### src/hdl/cuConfig_config.svh
`ifndef CU_CONFIG_CONFIG_SVH
`define CU_CONFIG_CONFIG_SVH

// ******************************
// datapath widths
// ******************************
`define INSTR_WIDTH      16    // instruction word
`define ADDR_WIDTH       16    // program address
`define REG_SEL_WIDTH    4     // register file select
`define IRQ_COUNT        4     // interrupt request lines

// ******************************
// start-up and vectoring
// ******************************
`define START_DELAY      40    // start cycles before first fetch
`define DELAY_CNT_WIDTH  6     // holds START_DELAY
`define IRQ_VECTOR_BASE  20    // vector of line 0
`define IRQ_VECTOR_STEP  10    // gap between line vectors

`endif

### src/hdl/cuPkg.sv
`include "cuConfig_config.svh"

package cuPkg;

    // ******************************
    // plain vector types
    // ******************************
    typedef logic [`INSTR_WIDTH-1:0]   instr_t;     // fetched instruction word
    typedef logic [`ADDR_WIDTH-1:0]    addr_t;      // program address
    typedef logic [`REG_SEL_WIDTH-1:0] regSel_t;    // register select
    typedef logic [3:0]                aluMode_t;   // alu operation
    typedef logic [`IRQ_COUNT-1:0]     irqVec_t;    // one bit per irq line

    // ******************************
    // decode and sequencing enums
    // ******************************
    typedef enum logic [3:0] {
        clsRegImm, clsIo, clsRegReg, clsRegPtr, clsBranch,
        clsJmp, clsCall, clsRet, clsNopHlt, clsOther
    } instrClass_t;

    typedef enum logic [2:0] {
        seqStart, seqReset, seqPart1, seqPart2,
        seqPart3, seqJmp, seqCall, seqInterrupt
    } seqState_t;

    // ******************************
    // control word groups
    // ******************************
    typedef struct packed {
        logic       src;            // 0 alu out, 1 data/io out
        regSel_t    outBSelect;     // port B read select
        logic       writeEnable;
        logic       add;            // pointer add on port B pair
        logic [1:0] constSrc;       // 00 +1, 01 -1
    } regFileCtrl_t;

    typedef struct packed {
        logic       srcASelect;     // 0 register file
        logic [1:0] srcBSelect;     // 00 reg B, 10 immediate
        aluMode_t   mode;
    } aluCtrl_t;

    typedef struct packed {
        logic [2:0] dataSelect;     // write data source
        logic [1:0] ioAddressSelect;// 00 ptr, 01 io port, 10 ptr+1
        logic       ioWriteEn;
        logic       ioReadEn;
    } memCtrl_t;

    typedef struct packed {
        logic [1:0] srcSelect;      // 00 alu flags, 11 clear ie
        logic       flagEnable;
    } statusCtrl_t;

    typedef struct packed {
        logic [2:0] addrSelect;     // next fetch address source
        logic       readEnable;
        logic       pcWriteEn;
    } fetchCtrl_t;

    typedef struct packed {
        logic carry;
        logic zero;
        logic negative;
    } flags_t;

endpackage

### src/hdl/instrDecoder.sv
`timescale 1ns/1ps

module instrDecoder (
    input  cuPkg::instr_t      instr,
    input  cuPkg::flags_t      flags,
    output cuPkg::instrClass_t instrClass,
    output logic               condMet,
    output logic               uninterruptible
);

    logic [3:0] lowNib;     // opcode nibble
    logic [3:0] midNib;     // sub-opcode nibble
    logic       isHlt;
    logic       isRet;

    assign lowNib = instr[3:0];
    assign midNib = instr[7:4];
    assign isHlt  = (instr == '1);
    assign isRet  = (instr[12:0] == 13'h0E4F);

    // ******************************
    // classification, first match wins
    // ******************************
    always_comb begin
        if (lowNib inside {[4'd1:4'd7]}) begin
            instrClass = cuPkg::clsRegImm;              // mode in [2:0]
        end else if (lowNib == 4'd8 || lowNib == 4'd9) begin
            instrClass = cuPkg::clsIo;                  // bit 0 set is out
        end else if (lowNib == 4'd10 && midNib inside {[4'd1:4'd9]}) begin
            instrClass = cuPkg::clsRegReg;
        end else if (lowNib == 4'd10 && midNib inside {[4'd12:4'd15]} && !instr[8]) begin
            instrClass = cuPkg::clsRegPtr;              // bit 5 set is load
        end else if (lowNib == 4'd14) begin
            instrClass = cuPkg::clsBranch;
        end else if (instr[12:0] == 13'h0E2F) begin
            instrClass = cuPkg::clsJmp;
        end else if (instr[12:0] == 13'h0E3F) begin
            instrClass = cuPkg::clsCall;
        end else if (isRet) begin
            instrClass = cuPkg::clsRet;
        end else if (instr == '0 || isHlt) begin
            instrClass = cuPkg::clsNopHlt;              // split on bit 0
        end else begin
            instrClass = cuPkg::clsOther;               // just fetch next
        end
    end

    // ******************************
    // branch condition
    // ******************************
    always_comb begin
        case (instr[15:13])
            3'd1:    condMet = flags.carry;
            3'd2:    condMet = !flags.carry;
            3'd3:    condMet = flags.zero;
            3'd4:    condMet = !flags.zero;
            3'd5:    condMet = flags.negative;
            3'd6:    condMet = !flags.negative;
            default: condMet = 1'b1;                    // codes 0 and 7 always
        endcase
    end

    // halt and return must finish before an irq is taken
    assign uninterruptible = isHlt || isRet;

endmodule

### src/hdl/interruptArbiter.sv
`timescale 1ns/1ps
`include "cuConfig_config.svh"

module interruptArbiter (
    input  cuPkg::irqVec_t irq,
    input  logic           irqAck,
    output logic           irqPending,
    output cuPkg::addr_t   interruptVector,
    output cuPkg::irqVec_t irqClr
);

    cuPkg::irqVec_t grant;      // one-hot winner

    // fixed priority, line 0 wins, scan from top so lowest index lands last
    always_comb begin
        grant           = '0;
        interruptVector = '0;                           // no line pending
        for (int i = `IRQ_COUNT - 1; i >= 0; i--) begin
            if (irq[i]) begin
                grant           = '0;
                grant[i]        = 1'b1;
                interruptVector = cuPkg::addr_t'(`IRQ_VECTOR_BASE + i * `IRQ_VECTOR_STEP);
            end
        end
    end

    assign irqPending = |irq;
    assign irqClr     = irqAck ? grant : '0;          // clear only on entry

endmodule

### src/hdl/resetSequencer.sv
`timescale 1ns/1ps
`include "cuConfig_config.svh"

module resetSequencer (
    input  logic clk,
    input  logic arstN,
    input  logic cpuReset,
    input  logic inStart,
    output logic resetSync,
    output logic startDone
);

    localparam logic [`DELAY_CNT_WIDTH-1:0] startDelay = `START_DELAY;

    logic                        syncStage;   // first sync flop
    logic [`DELAY_CNT_WIDTH-1:0] delayCnt;    // cycles spent in start

    // ******************************
    // soft reset synchronizer
    // ******************************
    always_ff @(posedge clk or negedge arstN) begin
        if (!arstN) begin
            syncStage <= 1'b1;                  // come up held in reset
            resetSync <= 1'b1;
        end else begin
            syncStage <= cpuReset;
            resetSync <= syncStage;
        end
    end

    // start delay, runs only while the sequencer sits in start
    always_ff @(posedge clk or negedge arstN) begin
        if (!arstN) begin
            delayCnt <= '0;
        end else if (inStart) begin
            delayCnt <= delayCnt + 1'b1;
        end else begin
            delayCnt <= '0;
        end
    end

    assign startDone = (delayCnt == startDelay);

endmodule

### src/hdl/controlSequencer.sv
`timescale 1ns/1ps

module controlSequencer (
    input  logic                clk,
    input  logic                arstN,
    input  cuPkg::instr_t       instr,
    input  cuPkg::instrClass_t  instrClass,
    input  logic                condMet,
    input  logic                uninterruptible,
    input  logic                irqPending,
    input  logic                interruptEnable,
    input  logic                resetSync,
    input  logic                startDone,
    output cuPkg::regFileCtrl_t regFileCtrl,
    output cuPkg::aluCtrl_t     aluCtrl,
    output cuPkg::memCtrl_t     memCtrl,
    output cuPkg::statusCtrl_t  statusCtrl,
    output cuPkg::fetchCtrl_t   fetchCtrl,
    output logic                irqAck,
    output logic                inStart,
    output logic                resetOut
);

    localparam cuPkg::regSel_t spLowSel = 4'b1110;     // stack pointer low byte

    cuPkg::seqState_t state;
    cuPkg::seqState_t nextState;
    logic             inPart1;
    logic             inPart2;
    logic             inPart3;
    logic             retDone;     // last cycle of ret, or untaken

    always_ff @(posedge clk or negedge arstN) begin
        if (!arstN) begin
            state <= cuPkg::seqStart;
        end else begin
            state <= nextState;
        end
    end

    assign inPart1  = (state == cuPkg::seqPart1);
    assign inPart2  = (state == cuPkg::seqPart2);
    assign inPart3  = (state == cuPkg::seqPart3);
    assign retDone  = (inPart1 && !condMet) || inPart3;
    assign irqAck   = (state == cuPkg::seqInterrupt);
    assign inStart  = (state == cuPkg::seqStart);
    assign resetOut = (state == cuPkg::seqStart) || (state == cuPkg::seqReset);

    // ******************************
    // control word and next state
    // ******************************
    always_comb begin
        regFileCtrl            = '0;
        regFileCtrl.outBSelect = {instr[11:9], 1'b0};   // pointer pair, mostly unused
        aluCtrl                = '0;                    // reg A, reg B, pass A
        memCtrl                = '0;
        statusCtrl             = '0;
        fetchCtrl              = '0;                    // pc, nothing written
        nextState              = cuPkg::seqPart1;

        case (state)
            cuPkg::seqStart: begin
                statusCtrl           = '{srcSelect: 2'b11, flagEnable: 1'b1}; // ie off
                fetchCtrl.readEnable = 1'b1;
                fetchCtrl.pcWriteEn  = startDone;       // first fetch lands here
                nextState            = startDone ? cuPkg::seqPart1 : cuPkg::seqStart;
            end

            cuPkg::seqReset: begin
                statusCtrl           = '{srcSelect: 2'b11, flagEnable: 1'b1};
                fetchCtrl.readEnable = 1'b1;
                fetchCtrl.pcWriteEn  = 1'b1;
                nextState            = resetSync ? cuPkg::seqReset : cuPkg::seqPart1;
            end

            cuPkg::seqInterrupt: begin
                regFileCtrl.outBSelect = spLowSel;
                regFileCtrl.add        = 1'b1;          // sp--
                regFileCtrl.constSrc   = 2'b01;
                memCtrl.dataSelect     = 3'b011;        // return address high byte
                memCtrl.ioWriteEn      = 1'b1;
                statusCtrl             = '{srcSelect: 2'b11, flagEnable: 1'b1};
                fetchCtrl              = '{addrSelect: 3'b010, readEnable: 1'b1,
                                           pcWriteEn: 1'b1};   // jump to vector
            end

            cuPkg::seqJmp: begin
                fetchCtrl = '{addrSelect: 3'b011, readEnable: 1'b1, pcWriteEn: 1'b1};
            end

            cuPkg::seqCall: begin
                regFileCtrl.outBSelect = spLowSel;
                regFileCtrl.add        = 1'b1;
                regFileCtrl.constSrc   = 2'b01;         // sp--
                memCtrl.dataSelect     = 3'b001;        // pc+1 high byte
                memCtrl.ioWriteEn      = 1'b1;
                fetchCtrl              = '{addrSelect: 3'b011, readEnable: 1'b1,
                                           pcWriteEn: 1'b1};   // target word
            end

            default: begin                              // part 1 to 3
                if (resetSync) begin
                    nextState = cuPkg::seqReset;        // park, no fetch
                end else if (inPart1 && interruptEnable && irqPending && !uninterruptible) begin
                    regFileCtrl.outBSelect = spLowSel;
                    regFileCtrl.add        = 1'b1;
                    regFileCtrl.constSrc   = 2'b01;     // sp--
                    memCtrl.dataSelect     = 3'b100;    // current address low byte
                    memCtrl.ioWriteEn      = 1'b1;
                    statusCtrl             = '{srcSelect: 2'b11, flagEnable: 1'b1};
                    fetchCtrl.addrSelect   = 3'b010;
                    nextState              = cuPkg::seqInterrupt;
                end else begin
                    fetchCtrl.readEnable = 1'b1;
                    fetchCtrl.pcWriteEn  = 1'b1;
                    case (instrClass)
                        cuPkg::clsRegImm: begin
                            regFileCtrl.writeEnable = 1'b1;
                            aluCtrl.srcBSelect      = 2'b10;              // 8-bit immediate
                            aluCtrl.mode            = {1'b0, instr[2:0]};
                            statusCtrl.flagEnable   = (instr[2:0] != 3'b001); // ldi keeps flags
                        end
                        cuPkg::clsIo: begin
                            regFileCtrl.src         = 1'b1;               // io read data
                            regFileCtrl.writeEnable = inPart2;
                            memCtrl.ioAddressSelect = 2'b01;              // port from instr
                            memCtrl.ioWriteEn       = instr[0];
                            memCtrl.ioReadEn        = !instr[0] && inPart1;
                            fetchCtrl.readEnable    = instr[0] || inPart2;
                            fetchCtrl.pcWriteEn     = instr[0] || inPart2;
                            if (!instr[0] && inPart1) begin
                                nextState = cuPkg::seqPart2;              // in needs data back
                            end
                        end
                        cuPkg::clsRegReg: begin
                            regFileCtrl.outBSelect  = instr[11:8];
                            regFileCtrl.writeEnable = 1'b1;
                            aluCtrl.mode            = instr[7:4];
                            statusCtrl.flagEnable   = (instr[7:4] != 4'b0001); // mov keeps flags
                        end
                        cuPkg::clsRegPtr: begin
                            regFileCtrl.src         = 1'b1;
                            regFileCtrl.writeEnable = instr[5];           // load
                            regFileCtrl.add         = inPart1;            // post inc or dec
                            regFileCtrl.constSrc    = instr[4] ? 2'b01 : 2'b00;
                            memCtrl.ioWriteEn       = !instr[5];          // store
                            memCtrl.ioReadEn        = instr[5] && inPart1;
                            fetchCtrl.readEnable    = !instr[5] || inPart2;
                            fetchCtrl.pcWriteEn     = !instr[5] || inPart2;
                            if (instr[5] && inPart1) begin
                                nextState = cuPkg::seqPart2;
                            end
                        end
                        cuPkg::clsBranch: begin
                            if (condMet) begin
                                fetchCtrl.addrSelect = instr[0] ? 3'b100 : 3'b110;
                            end
                        end
                        cuPkg::clsJmp: begin
                            fetchCtrl.addrSelect = condMet ? 3'b000 : 3'b001; // skip target word
                            nextState = condMet ? cuPkg::seqJmp : cuPkg::seqPart1;
                        end
                        cuPkg::clsCall: begin
                            regFileCtrl.add      = condMet;
                            regFileCtrl.constSrc = 2'b01;
                            memCtrl.dataSelect   = 3'b010;                // pc+1 low byte
                            memCtrl.ioWriteEn    = condMet;
                            fetchCtrl.addrSelect = condMet ? 3'b000 : 3'b001;
                            fetchCtrl.pcWriteEn  = !condMet;              // high byte still due
                            nextState = condMet ? cuPkg::seqCall : cuPkg::seqPart1;
                        end
                        cuPkg::clsRet: begin
                            regFileCtrl.add         = (inPart1 && condMet) || inPart2; // sp++
                            memCtrl.ioAddressSelect = 2'b10;              // sp+1
                            memCtrl.ioReadEn        = (inPart1 && condMet) || inPart2;
                            fetchCtrl.addrSelect    = inPart1 ? 3'b000 : 3'b101;
                            fetchCtrl.readEnable    = retDone;
                            fetchCtrl.pcWriteEn     = retDone;
                            if (!retDone) begin
                                nextState = inPart1 ? cuPkg::seqPart2 : cuPkg::seqPart3;
                            end
                        end
                        cuPkg::clsNopHlt: begin
                            fetchCtrl.readEnable = !instr[0];             // hlt spins
                            fetchCtrl.pcWriteEn  = !instr[0];
                        end
                        default: begin
                            fetchCtrl.addrSelect = 3'b000;                // unknown, step on
                        end
                    endcase
                end
            end
        endcase
    end

endmodule

### src/hdl/controlUnit.sv
`timescale 1ns/1ps

module controlUnit (
    input  logic                clk,
    input  logic                arstN,
    input  logic                cpuReset,
    input  cuPkg::instr_t       instr,
    input  cuPkg::flags_t       flags,
    input  logic                interruptEnable,
    input  cuPkg::irqVec_t      irq,
    output cuPkg::regFileCtrl_t regFileCtrl,
    output cuPkg::aluCtrl_t     aluCtrl,
    output cuPkg::memCtrl_t     memCtrl,
    output cuPkg::statusCtrl_t  statusCtrl,
    output cuPkg::fetchCtrl_t   fetchCtrl,
    output cuPkg::addr_t        interruptVector,
    output cuPkg::irqVec_t      irqClr,
    output logic                resetOut
);

    logic               resetSync;
    logic               startDone;
    logic               inStart;
    cuPkg::instrClass_t instrClass;
    logic               condMet;
    logic               uninterruptible;
    logic               irqPending;
    logic               irqAck;

    // ******************************
    // reset and start delay
    // ******************************
    resetSequencer resetSeq_i (
        .clk       (clk),
        .arstN     (arstN),
        .cpuReset  (cpuReset),
        .inStart   (inStart),
        .resetSync (resetSync),
        .startDone (startDone)
    );

    instrDecoder decoder_i (
        .instr           (instr),
        .flags           (flags),
        .instrClass      (instrClass),
        .condMet         (condMet),
        .uninterruptible (uninterruptible)
    );

    interruptArbiter arbiter_i (
        .irq             (irq),
        .irqAck          (irqAck),
        .irqPending      (irqPending),
        .interruptVector (interruptVector),
        .irqClr          (irqClr)
    );

    // ******************************
    // sequencing fsm
    // ******************************
    controlSequencer sequencer_i (
        .clk             (clk),
        .arstN           (arstN),
        .instr           (instr),
        .instrClass      (instrClass),
        .condMet         (condMet),
        .uninterruptible (uninterruptible),
        .irqPending      (irqPending),
        .interruptEnable (interruptEnable),
        .resetSync       (resetSync),
        .startDone       (startDone),
        .regFileCtrl     (regFileCtrl),
        .aluCtrl         (aluCtrl),
        .memCtrl         (memCtrl),
        .statusCtrl      (statusCtrl),
        .fetchCtrl       (fetchCtrl),
        .irqAck          (irqAck),
        .inStart         (inStart),
        .resetOut        (resetOut)
    );

endmodule

### config.mk
export PLATFORM = sky130hd
export DESIGN_NAME = controlUnit
export DESIGN_NICKNAME = d
export VERILOG_FILES = /design/src/hdl/cuPkg.sv /design/src/hdl/instrDecoder.sv /design/src/hdl/interruptArbiter.sv /design/src/hdl/resetSequencer.sv /design/src/hdl/controlSequencer.sv /design/src/hdl/controlUnit.sv
export VERILOG_INCLUDE_DIRS = /design/src /design/src/hdl
export SDC_FILE = /design/constraint.sdc
export NUM_CORES = 1
export LEC_CHECK = 0
export ABC_CLOCK_PERIOD_IN_PS = 4000
export CELL_PAD_IN_SITES_DETAIL_PLACEMENT = 1
export CELL_PAD_IN_SITES_GLOBAL_PLACEMENT = 1
export CORE_MARGIN = 2
export CORE_UTILIZATION = 45
export CTS_CLUSTER_DIAMETER = 40
export CTS_CLUSTER_SIZE = 24
export DETAILED_ROUTE_END_ITERATION = 10
export DONT_BUFFER_PORTS = 1
export PLACE_DENSITY = 0.87
export SYNTH_ARGS = -nofsm -noshare
export SYNTH_HDL_FRONTEND = slang
export SYNTH_SLANG_ARGS = --single-unit
export TNS_END_PERCENT = 1
### constraint.sdc
create_clock -name clk -period 4 [get_ports clk]
set_clock_uncertainty 0.15 [all_clocks]
set_input_delay 0.8 -clock clk [delete_from_list [all_inputs] [get_ports clk]]
set_output_delay 0.8 -clock clk [all_outputs]
set_load 0.005 [all_outputs]
After elaboration in Yosys (flattened, before gate mapping)
Cells that the tools add are included.
{ "word_totals": {"inputBits": 27, "ff_bits": 11, "output_inout_bits": 52, "elab_cells": 169} }
{ "classes": {"magnitude_cmp": 6, "addsub": 1, "reduce_logical": 44, "n_mux": 82, "n_eq_ne": 32} }
{ "op_table": {"columns": ["operator", "count"], "rows": [
  ["$mux W4", 14],
  ["$mux W6", 8],
  ["$eq A13 B12 Y1 const B", 3],
  ["$mux W3", 12],
  ["$pmux W3 S3", 4],
  ["$eq A3 B3 Y1 const B", 7],
  ["$eq A4 B4 Y1 const B", 5],
  ["$mux W2", 9],
  ["$eq A16 B16 Y1 const B", 1],
  ["$eq A4 B3 Y1 const B", 4],
  ["$logic_not A16 Y1", 1],
  ["$pmux W4 S2", 2],
  ["$mux W1", 15],
  ["$pmux W3 S5", 1],
  ["$logic_and A1 B1 Y1", 13],
  ["$eq A3 B2 Y1 const B", 4],
  ["$pmux W1 S3", 4],
  ["$pmux W2 S2", 3],
  ["$pmux W3 S2", 2],
  ["$reduce_or A2 Y1", 6],
  ["$mux W9", 1],
  ["$reduce_or A3 Y1", 3],
  ["$eq A4 B2 Y1 const B", 2],
  ["$ge A4 B1 Y1 const B", 2],
  ["21 further kinds", 39]
]} }

Depth between registers and ports, before layout
Gate-level depths: netlist (run 1).
{ "logic_depth": {"word_depth": 17, "mapped_depth": 8, "depth_no_buf": 7} }

Hierarchy
A second synthesis (run 1) with hierarchy kept.
{ "unflattened": {"cells_unflattened": 241, "hier_area_um2": 1740.4} }
{ "modules_own_cells": {"columns": ["mod", "seq_area_each_um2", "cells_per_inst", "area_each_um2", "instances"], "rows": [
  ["controlSequencer", 75.1, 135, 910.9, 1],
  ["resetSequencer", 202.7, 29, 346.6, 1],
  ["instrDecoder", 0.0, 50, 300.3, 1],
  ["interruptArbiter", 0.0, 27, 182.7, 1]
]} }

Worst setup path after synthesis (run 1)
Ideal clock, no wire load.
{ "synth_path": {"kind": "input to output", "start": "input port instr[5]", "end": "output port fetchCtrl[2] (netlist name)", "path_stages": 7, "setup_slack_ps": 682, "t_required_ps": 3050, "arrival_ps": 2368, "n_path_buf": 1, "path_cell_list": "buf_2 or3b_4 o211ai_2 o221ai_2 nand2b_4 or4_1 o211ai_1"} }
{ "synth_rtl": {"columns": ["element", "line_no", "source"], "rows": [
  ["start: declaration", "controlUnit.sv:7", "input cuPkg::instr_t instr,"],
  ["end: declaration", "controlUnit.sv:15", "output cuPkg::fetchCtrl_t fetchCtrl,"]
]} }

==> run summary, run 1 <==
Hold WC Path Type -> in2async
CP Data Arrival Time -> 2.49 ns
Slew headroom -> 59.5%
ANT cells -> 0
first-pass GRT wire length -> 8040 um
max_cap viols -> 0
final hold vios -> 0
ANT nets after route -> 0
Reg clk slew, reported paths -> 0.07 ns
Post-CTS Setup Inserts -> 0
Setup crit end kind -> output pin
clock sink count -> 11
final setup vio count -> 0
synth warn -> 0
sequential area share after synthesis -> 17.0%
top fanout value on the critical path -> 11
hold_buf cts -> 0
core area -> 3420 sq um
vias per cell -> 6.45
die width -> 64.3 um
clk_lat worst skew -> 0.28 ns
final setup TNS -> 0 ns
Initial Util -> 47.9%
status -> completed
TritonCTS clock tree -> built
Primary FF master, synth -> dfrtp_1
Crit path required time -> 3.05 ns
GR Overflow Total -> 0
WS Path Type -> reg2out
# fillers -> 465
ys async rst share -> 100%
Yosys top cell by area -> dfrtp_1
htree depth -> 1
worst-margin pin slew -> 0.600 ns
period utilization -> 86.0%
Non-Filler Instances -> 275
clock root buffer -> clkbuf_4
drt pass-1 iters -> 4
Avg Inst Size Synth -> 6.96 sq um
GRT Resource Usage Total -> 25.2%
DRC violation count after routing -> 0
post-cts resize count -> 0
routability cong. -> 0.935
unrepaired setup endpoints after global routing -> no
Final min period -> 3.44 ns
number of CTS-inserted buffers -> 3
share of cells above drive strength 1 -> 10.5%
Post-synth EDFFs -> 0
synthesized flop and latch total -> 11
Syn Inst Count -> 235
Port Buffers -> 0
Slew Viols, Final -> 0
Post-Syn Area -> 1640 sq um
Routed WL -> 5250 um
Syn-to-layout area delta -> -1.22%
top cells by area, synth -> dfrtp_1, nor2_1, buf_4
# rows -> 21
fmax -> 291 MHz
post-synth cell types -> 63
Max Root-Sink Buffers -> 2
die area -> 4130 sq um
Cells after DPL -> 271
vias in the first global route -> 1600
Routed WL per cell -> 19.1 um
initial antenna violation count -> 0
net count reported at finish -> 259
DRT iter0 DRCs -> 133
# IOs -> 79
Worst Hold Margin -> 0.0590 ns
Post-Place Setup Slack -> 0.585 ns
area share of the largest cell type after synthesis -> 13.8%
CP Launch Type -> flip-flop
Die Y -> 64.3 um
Vias -> 1773
dpl hpwl -> 4240 um
VDD IR max -> 230 uV
power per cell area -> 382 nW/um^2
setup slack after layout -> 0.561 ns
Leak Pwr -> 0.629 nW
largest net degree at the start of global routing -> 14
[per-stage QoR]
step	power (W)	utilization [%]	cell area (sq um)
3_5_place_dp	0.000534	46.5	1590
5_1_grt	0.000673	47.3	1620
3_3_place_gp	0.000525	46.5	1590
2_1_floorplan	0.000470	-	1680
4_1_cts	0.000616	47.3	1620
6_report	0.000617	47.3	1620
[Yosys cell counts (3+ instances only)]
cell type,instances
dfrtp_1,9
nor4_1,3
nor2b_1,3
or3_1,4
buf_4,15
o22ai_1,4
buf_2,8
and2_1,3
or4_1,3
xor2_1,3
nand4_1,3
a21oi_1,9
and3_1,8
nand2b_1,4
nor3b_1,3
nor3_1,9
o21ai_0,14
nand2_1,23
nor2_1,34
inv_1,9
nand3_1,8
xnor2_1,3
[state kept, by name, summed over array words and instances, names as in the netlist]
| signal | flops |
|---|---|
| resetSeq_i.delayCnt | 6 |
| sequencer_i.state | 3 |
| resetSeq_i.resetSync | 1 |
| resetSeq_i.syncStage | 1 |
[metal layers]
metal / part of all wire, % / vias up / global-route usage (%)
li1: - / 813 / -
met1: 44 / 843 / 37.0
met2: 42 / 115 / 35.2
met3: 14 / 2 / 8.98
met4: 0.55 / 0 / 5.59
met5: 0 / - / 0
[cell type report]
class	instances	area, sq um	share of cell area [%]
Clock buffer	4	26.3	1.63
Timing Repair Buffer	2	15.0	0.930
Multi-Input combinational cell	202	1200	74.4
Tap cell	46	57.6	3.56
Inverter	10	37.5	2.32
Sequential cell	11	278	17.2
[layout by cell type (no fill, tap or decap), types with 3 or more instances in the layout]
cell type / netlist / routed
nor2_1: 34 / 34
nand2_1: 23 / 23
o21ai_0: 14 / 14
conb_1: 1 / 14
inv_1: 9 / 9
nor3_1: 9 / 9
a21oi_1: 9 / 9
dfrtp_1: 9 / 9
nand3_1: 8 / 8
and3_1: 8 / 8
o22ai_1: 4 / 4
nand2b_1: 4 / 4
or3_1: 4 / 4
nor4_1: 3 / 3
or4_1: 3 / 3
nand4_1: 3 / 3
xnor2_1: 3 / 3
nor2b_1: 3 / 3
nor3b_1: 3 / 3
and2_1: 3 / 3
xor2_1: 3 / 3
clkbuf_4: 0 / 3
[power by group]
group	leakage (nW)	switching (W)	internal, W	total, W
Clock	0.0150	0.0000386	0.0000387	0.0000773
Sequential	0.142	0.0000482	0.000135	0.000184
Combinational	0.473	0.000230	0.000126	0.000356
[logic make-up after synthesis]
group | after synthesis | synth area share [%]
AO/OA/AOI/OAI | 54 | 23.0
other | 1 | 0.229
XOR/XNOR | 6 | 3.21
AND/OR/NAND/NOR | 125 | 41.9
multiplexers | 1 | 0.612
flip-flops | 11 | 17.0
buffers and inverters | 35 | 12.5
adder cells (fa/ha/maj) | 2 | 1.53
[path summary, 6_finish.rpt]
check / slack (ns) / endpoint / start / depth (start not counted)
setup / recovery: 0.56 / fetchCtrl[2] / sequencer_i.state[2]$_DFF_PN0_ / 6
hold / removal: 0.06 / resetSeq_i.delayCnt[4]$_DFF_PN0_ / arstN / 0
setup reg to reg: 1.77 / sequencer_i.state[1]$_DFF_PN0_ / sequencer_i.state[0]$_DFF_PN0_ / 6
hold reg to reg: 0.21 / resetSeq_i.resetSync$_DFF_PN1_ / resetSeq_i.syncStage$_DFF_PN1_ / 0
max in group asynchronous: 3.47 / resetSeq_i.resetSync$_DFF_PN1_ / arstN / 0
min in group clk: 0.21 / resetSeq_i.resetSync$_DFF_PN1_ / resetSeq_i.syncStage$_DFF_PN1_ / 0
[critical path, cell delays in order (launching register included)]
cell and delay (ns):
dfrtp_1 0.58, nor3b_1 0.39, o21ba_2 0.26, o221ai_2 0.22
nand2b_4 0.22, or4_1 0.41, o211ai_1 0.13
No activity file was read; power rests on OpenSTA's default activity.
==> run 2: changes to the inputs <==
--- a/config.mk
+++ b/config.mk
@@ -10,12 +10,12 @@
 export CELL_PAD_IN_SITES_DETAIL_PLACEMENT = 1
 export CELL_PAD_IN_SITES_GLOBAL_PLACEMENT = 1
 export CORE_MARGIN = 2
-export CORE_UTILIZATION = 45
+export CORE_UTILIZATION = 46
 export CTS_CLUSTER_DIAMETER = 40
 export CTS_CLUSTER_SIZE = 24
 export DETAILED_ROUTE_END_ITERATION = 10
 export DONT_BUFFER_PORTS = 1
-export PLACE_DENSITY = 0.87
+export PLACE_DENSITY = 0.88
 export SYNTH_ARGS = -nofsm -noshare
 export SYNTH_HDL_FRONTEND = slang
 export SYNTH_SLANG_ARGS = --single-unit
==> run 2 against run 1 <==
Register-to-register slack better by 0.05 ns. Final area unchanged. Count of clock-buffer cells in the layout is the same. Via count is 0.28% higher. Sequential share of layout area is the same. First-iteration DRC count down 17%. Utilization rose by 0.74 points. Cell count unchanged. Power down 0.22%. Worst hold slack worse by 0.0054 ns. Wire length is 0.78% lower. Largest power group unchanged.
==> run summary, run 2 (synthesis gave the netlist of run 1 again) <==
status -> completed
routability cong. -> 0.966
drt pass-1 iters -> 4
power per cell area -> 381 nW/um^2
Largest Register -> resetSeq_i.delayCnt
Routed WL -> 5210 um
Initial Util -> 48.6%
# IOs -> 79
Cells after DPL -> 271
Max Root-Sink Buffers -> 2
Hold WC Path Type -> in2async
TritonCTS clock tree -> built
Slew headroom -> 55.0%
net count reported at finish -> 259
Clock Power Share -> 12.9%
clock root buffer -> clkbuf_4
final hold vios -> 0
vias per cell -> 6.47
CP Data Arrival Time -> 2.51 ns
CP Launch Type -> input pin
vias in the first global route -> 1716
R2R setup slack -> 1.82 ns
most frequent cells in the layout -> nor2_1, nand2_1, o21ai_0, conb_1
GRT Resource Usage Total -> 25.8%
die width -> 63.6 um
Reg clk slew, reported paths -> 0.08 ns
share of cells above drive strength 1 -> 10.5%
Die Y -> 63.6 um
fmax -> 289 MHz
die area -> 4050 sq um
Port Buffers -> 0
DRC violation count after routing -> 0
WS Path Type -> in2out
Logic pwr share -> 57.5%
Vias -> 1778
period utilization -> 86.4%
DRT iter0 DRCs -> 111
clk_lat worst skew -> 0.28 ns
switching power -> 0.000316 W
setup slack after layout -> 0.543 ns
unrepaired setup endpoints after global routing -> no
Post-CTS Setup Inserts -> 0
post-cts resize count -> 0
max reg flops -> 6
number of CTS-inserted buffers -> 3
Top Registers -> resetSeq_i.delayCnt x6, sequencer_i.state x3
first-pass GRT wire length -> 8390 um
hold_buf cts -> 0
Leak Pwr -> 0.629 nW
Internal -> 0.000300 W
# fillers -> 472
max_cap viols -> 0
Post-Place Setup Slack -> 0.570 ns
ANT cells -> 0
Pwr Total -> 0.000616 W
top fanout value on the critical path -> 11
Non-Filler Instances -> 275
worst-margin pin slew -> 0.667 ns
Final Cell Area -> 1620 sq um
final setup vio count -> 0
htree depth -> 1
switching part of the total -> 51.3%
Syn-to-layout area delta -> -1.22%
final setup TNS -> 0 ns
core area -> 3360 sq um
Final min period -> 3.46 ns
FF-to-FF path depth -> 6
VDD IR max -> 194 uV
Slew Viols, Final -> 0
largest net degree at the start of global routing -> 14
most common cell after layout, fill and taps aside -> nor2_1
Crit path required time -> 3.05 ns
end of the worst register-to-register path -> sequencer_i.state[1]$_DFF_PN0_
Routed WL per cell -> 18.9 um
ANT nets after route -> 0
clock sink count -> 11
# rows -> 21
Worst R2R Start -> sequencer_i.state[0]$_DFF_PN0_
initial antenna violation count -> 0
area post-placement -> 1590 sq um
GR Overflow Total -> 0
Setup crit end kind -> output pin
dpl hpwl -> 4260 um
Seq pwr share -> 29.6%
-- run 2: cell counts in the layout (fill, tap and decap cells not counted) --
Identical to the previous run, type by type.
-- run 2: through the flow --
stage | hold WS (ns) | utilization [%]
after floorplan | 0.195 | -
after global placement | 0.195 | 47.2
after detailed placement | 0.198 | 47.2
after CTS | 0.0549 | 48.0
after global routing | 0.0332 | 48.0
final | 0.0535 | 48.0
-- run 2: cell type report --
class | instances | area [sq um] | share of cell area, %
Multi-Input combinational cell | 202 | 1200 | 74.4
Sequential cell | 11 | 278 | 17.2
Tap cell | 46 | 57.6 | 3.56
Inverter | 10 | 37.5 | 2.32
Clock buffer | 4 | 26.3 | 1.63
Timing Repair Buffer | 2 | 15.0 | 0.930
-- run 2: power groups by stage --
stage | Sequential, W | Clock [W] | Combinational (W)
2_1_floorplan | 0.000150 | 0 | 0.000320
3_3_place_gp | 0.000183 | 0 | 0.000342
3_5_place_dp | 0.000184 | 0 | 0.000348
4_1_cts | 0.000182 | 0.0000800 | 0.000349
5_1_grt | 0.000188 | 0.0000869 | 0.000399
6_report | 0.000182 | 0.0000792 | 0.000354
-- run 2: worst max path at each step --
stage | startpoint | to | slack (ns) | cells past startpoint
3_5_place_dp | instr[0] | fetchCtrl[2] | 0.57 | 6
4_1_cts | instr[0] | fetchCtrl[2] | 0.57 | 6
2_1_floorplan | instr[5] | fetchCtrl[2] | 0.68 | 7
3_3_place_gp | irq[1] | fetchCtrl[2] | 0.63 | 6
6_report | instr[0] | fetchCtrl[2] | 0.54 | 6
5_1_grt | instr[0] | memCtrl[2] | 0.41 | 6
-- run 2: worst max-delay path, stage by stage --
cell      delay [ns]
nand4_1         0.23
nor2_1          0.42
o221ai_2        0.29
nand2b_4        0.23
or4_1           0.40
o211ai_1        0.13
-- run 2: metal layers --
| layer | vias up | part of all wire, % | GRT usage (%) | routed length, um |
|---|---|---|---|---|
| li1 | 813 | - | - | - |
| met1 | 854 | 46 | 37.9 | 2380 |
| met2 | 107 | 42 | 37.9 | 2210 |
| met3 | 4 | 11 | 7.86 | 575 |
| met4 | 0 | 0.81 | 3.53 | 42 |
| met5 | - | 0 | 0 | 0 |
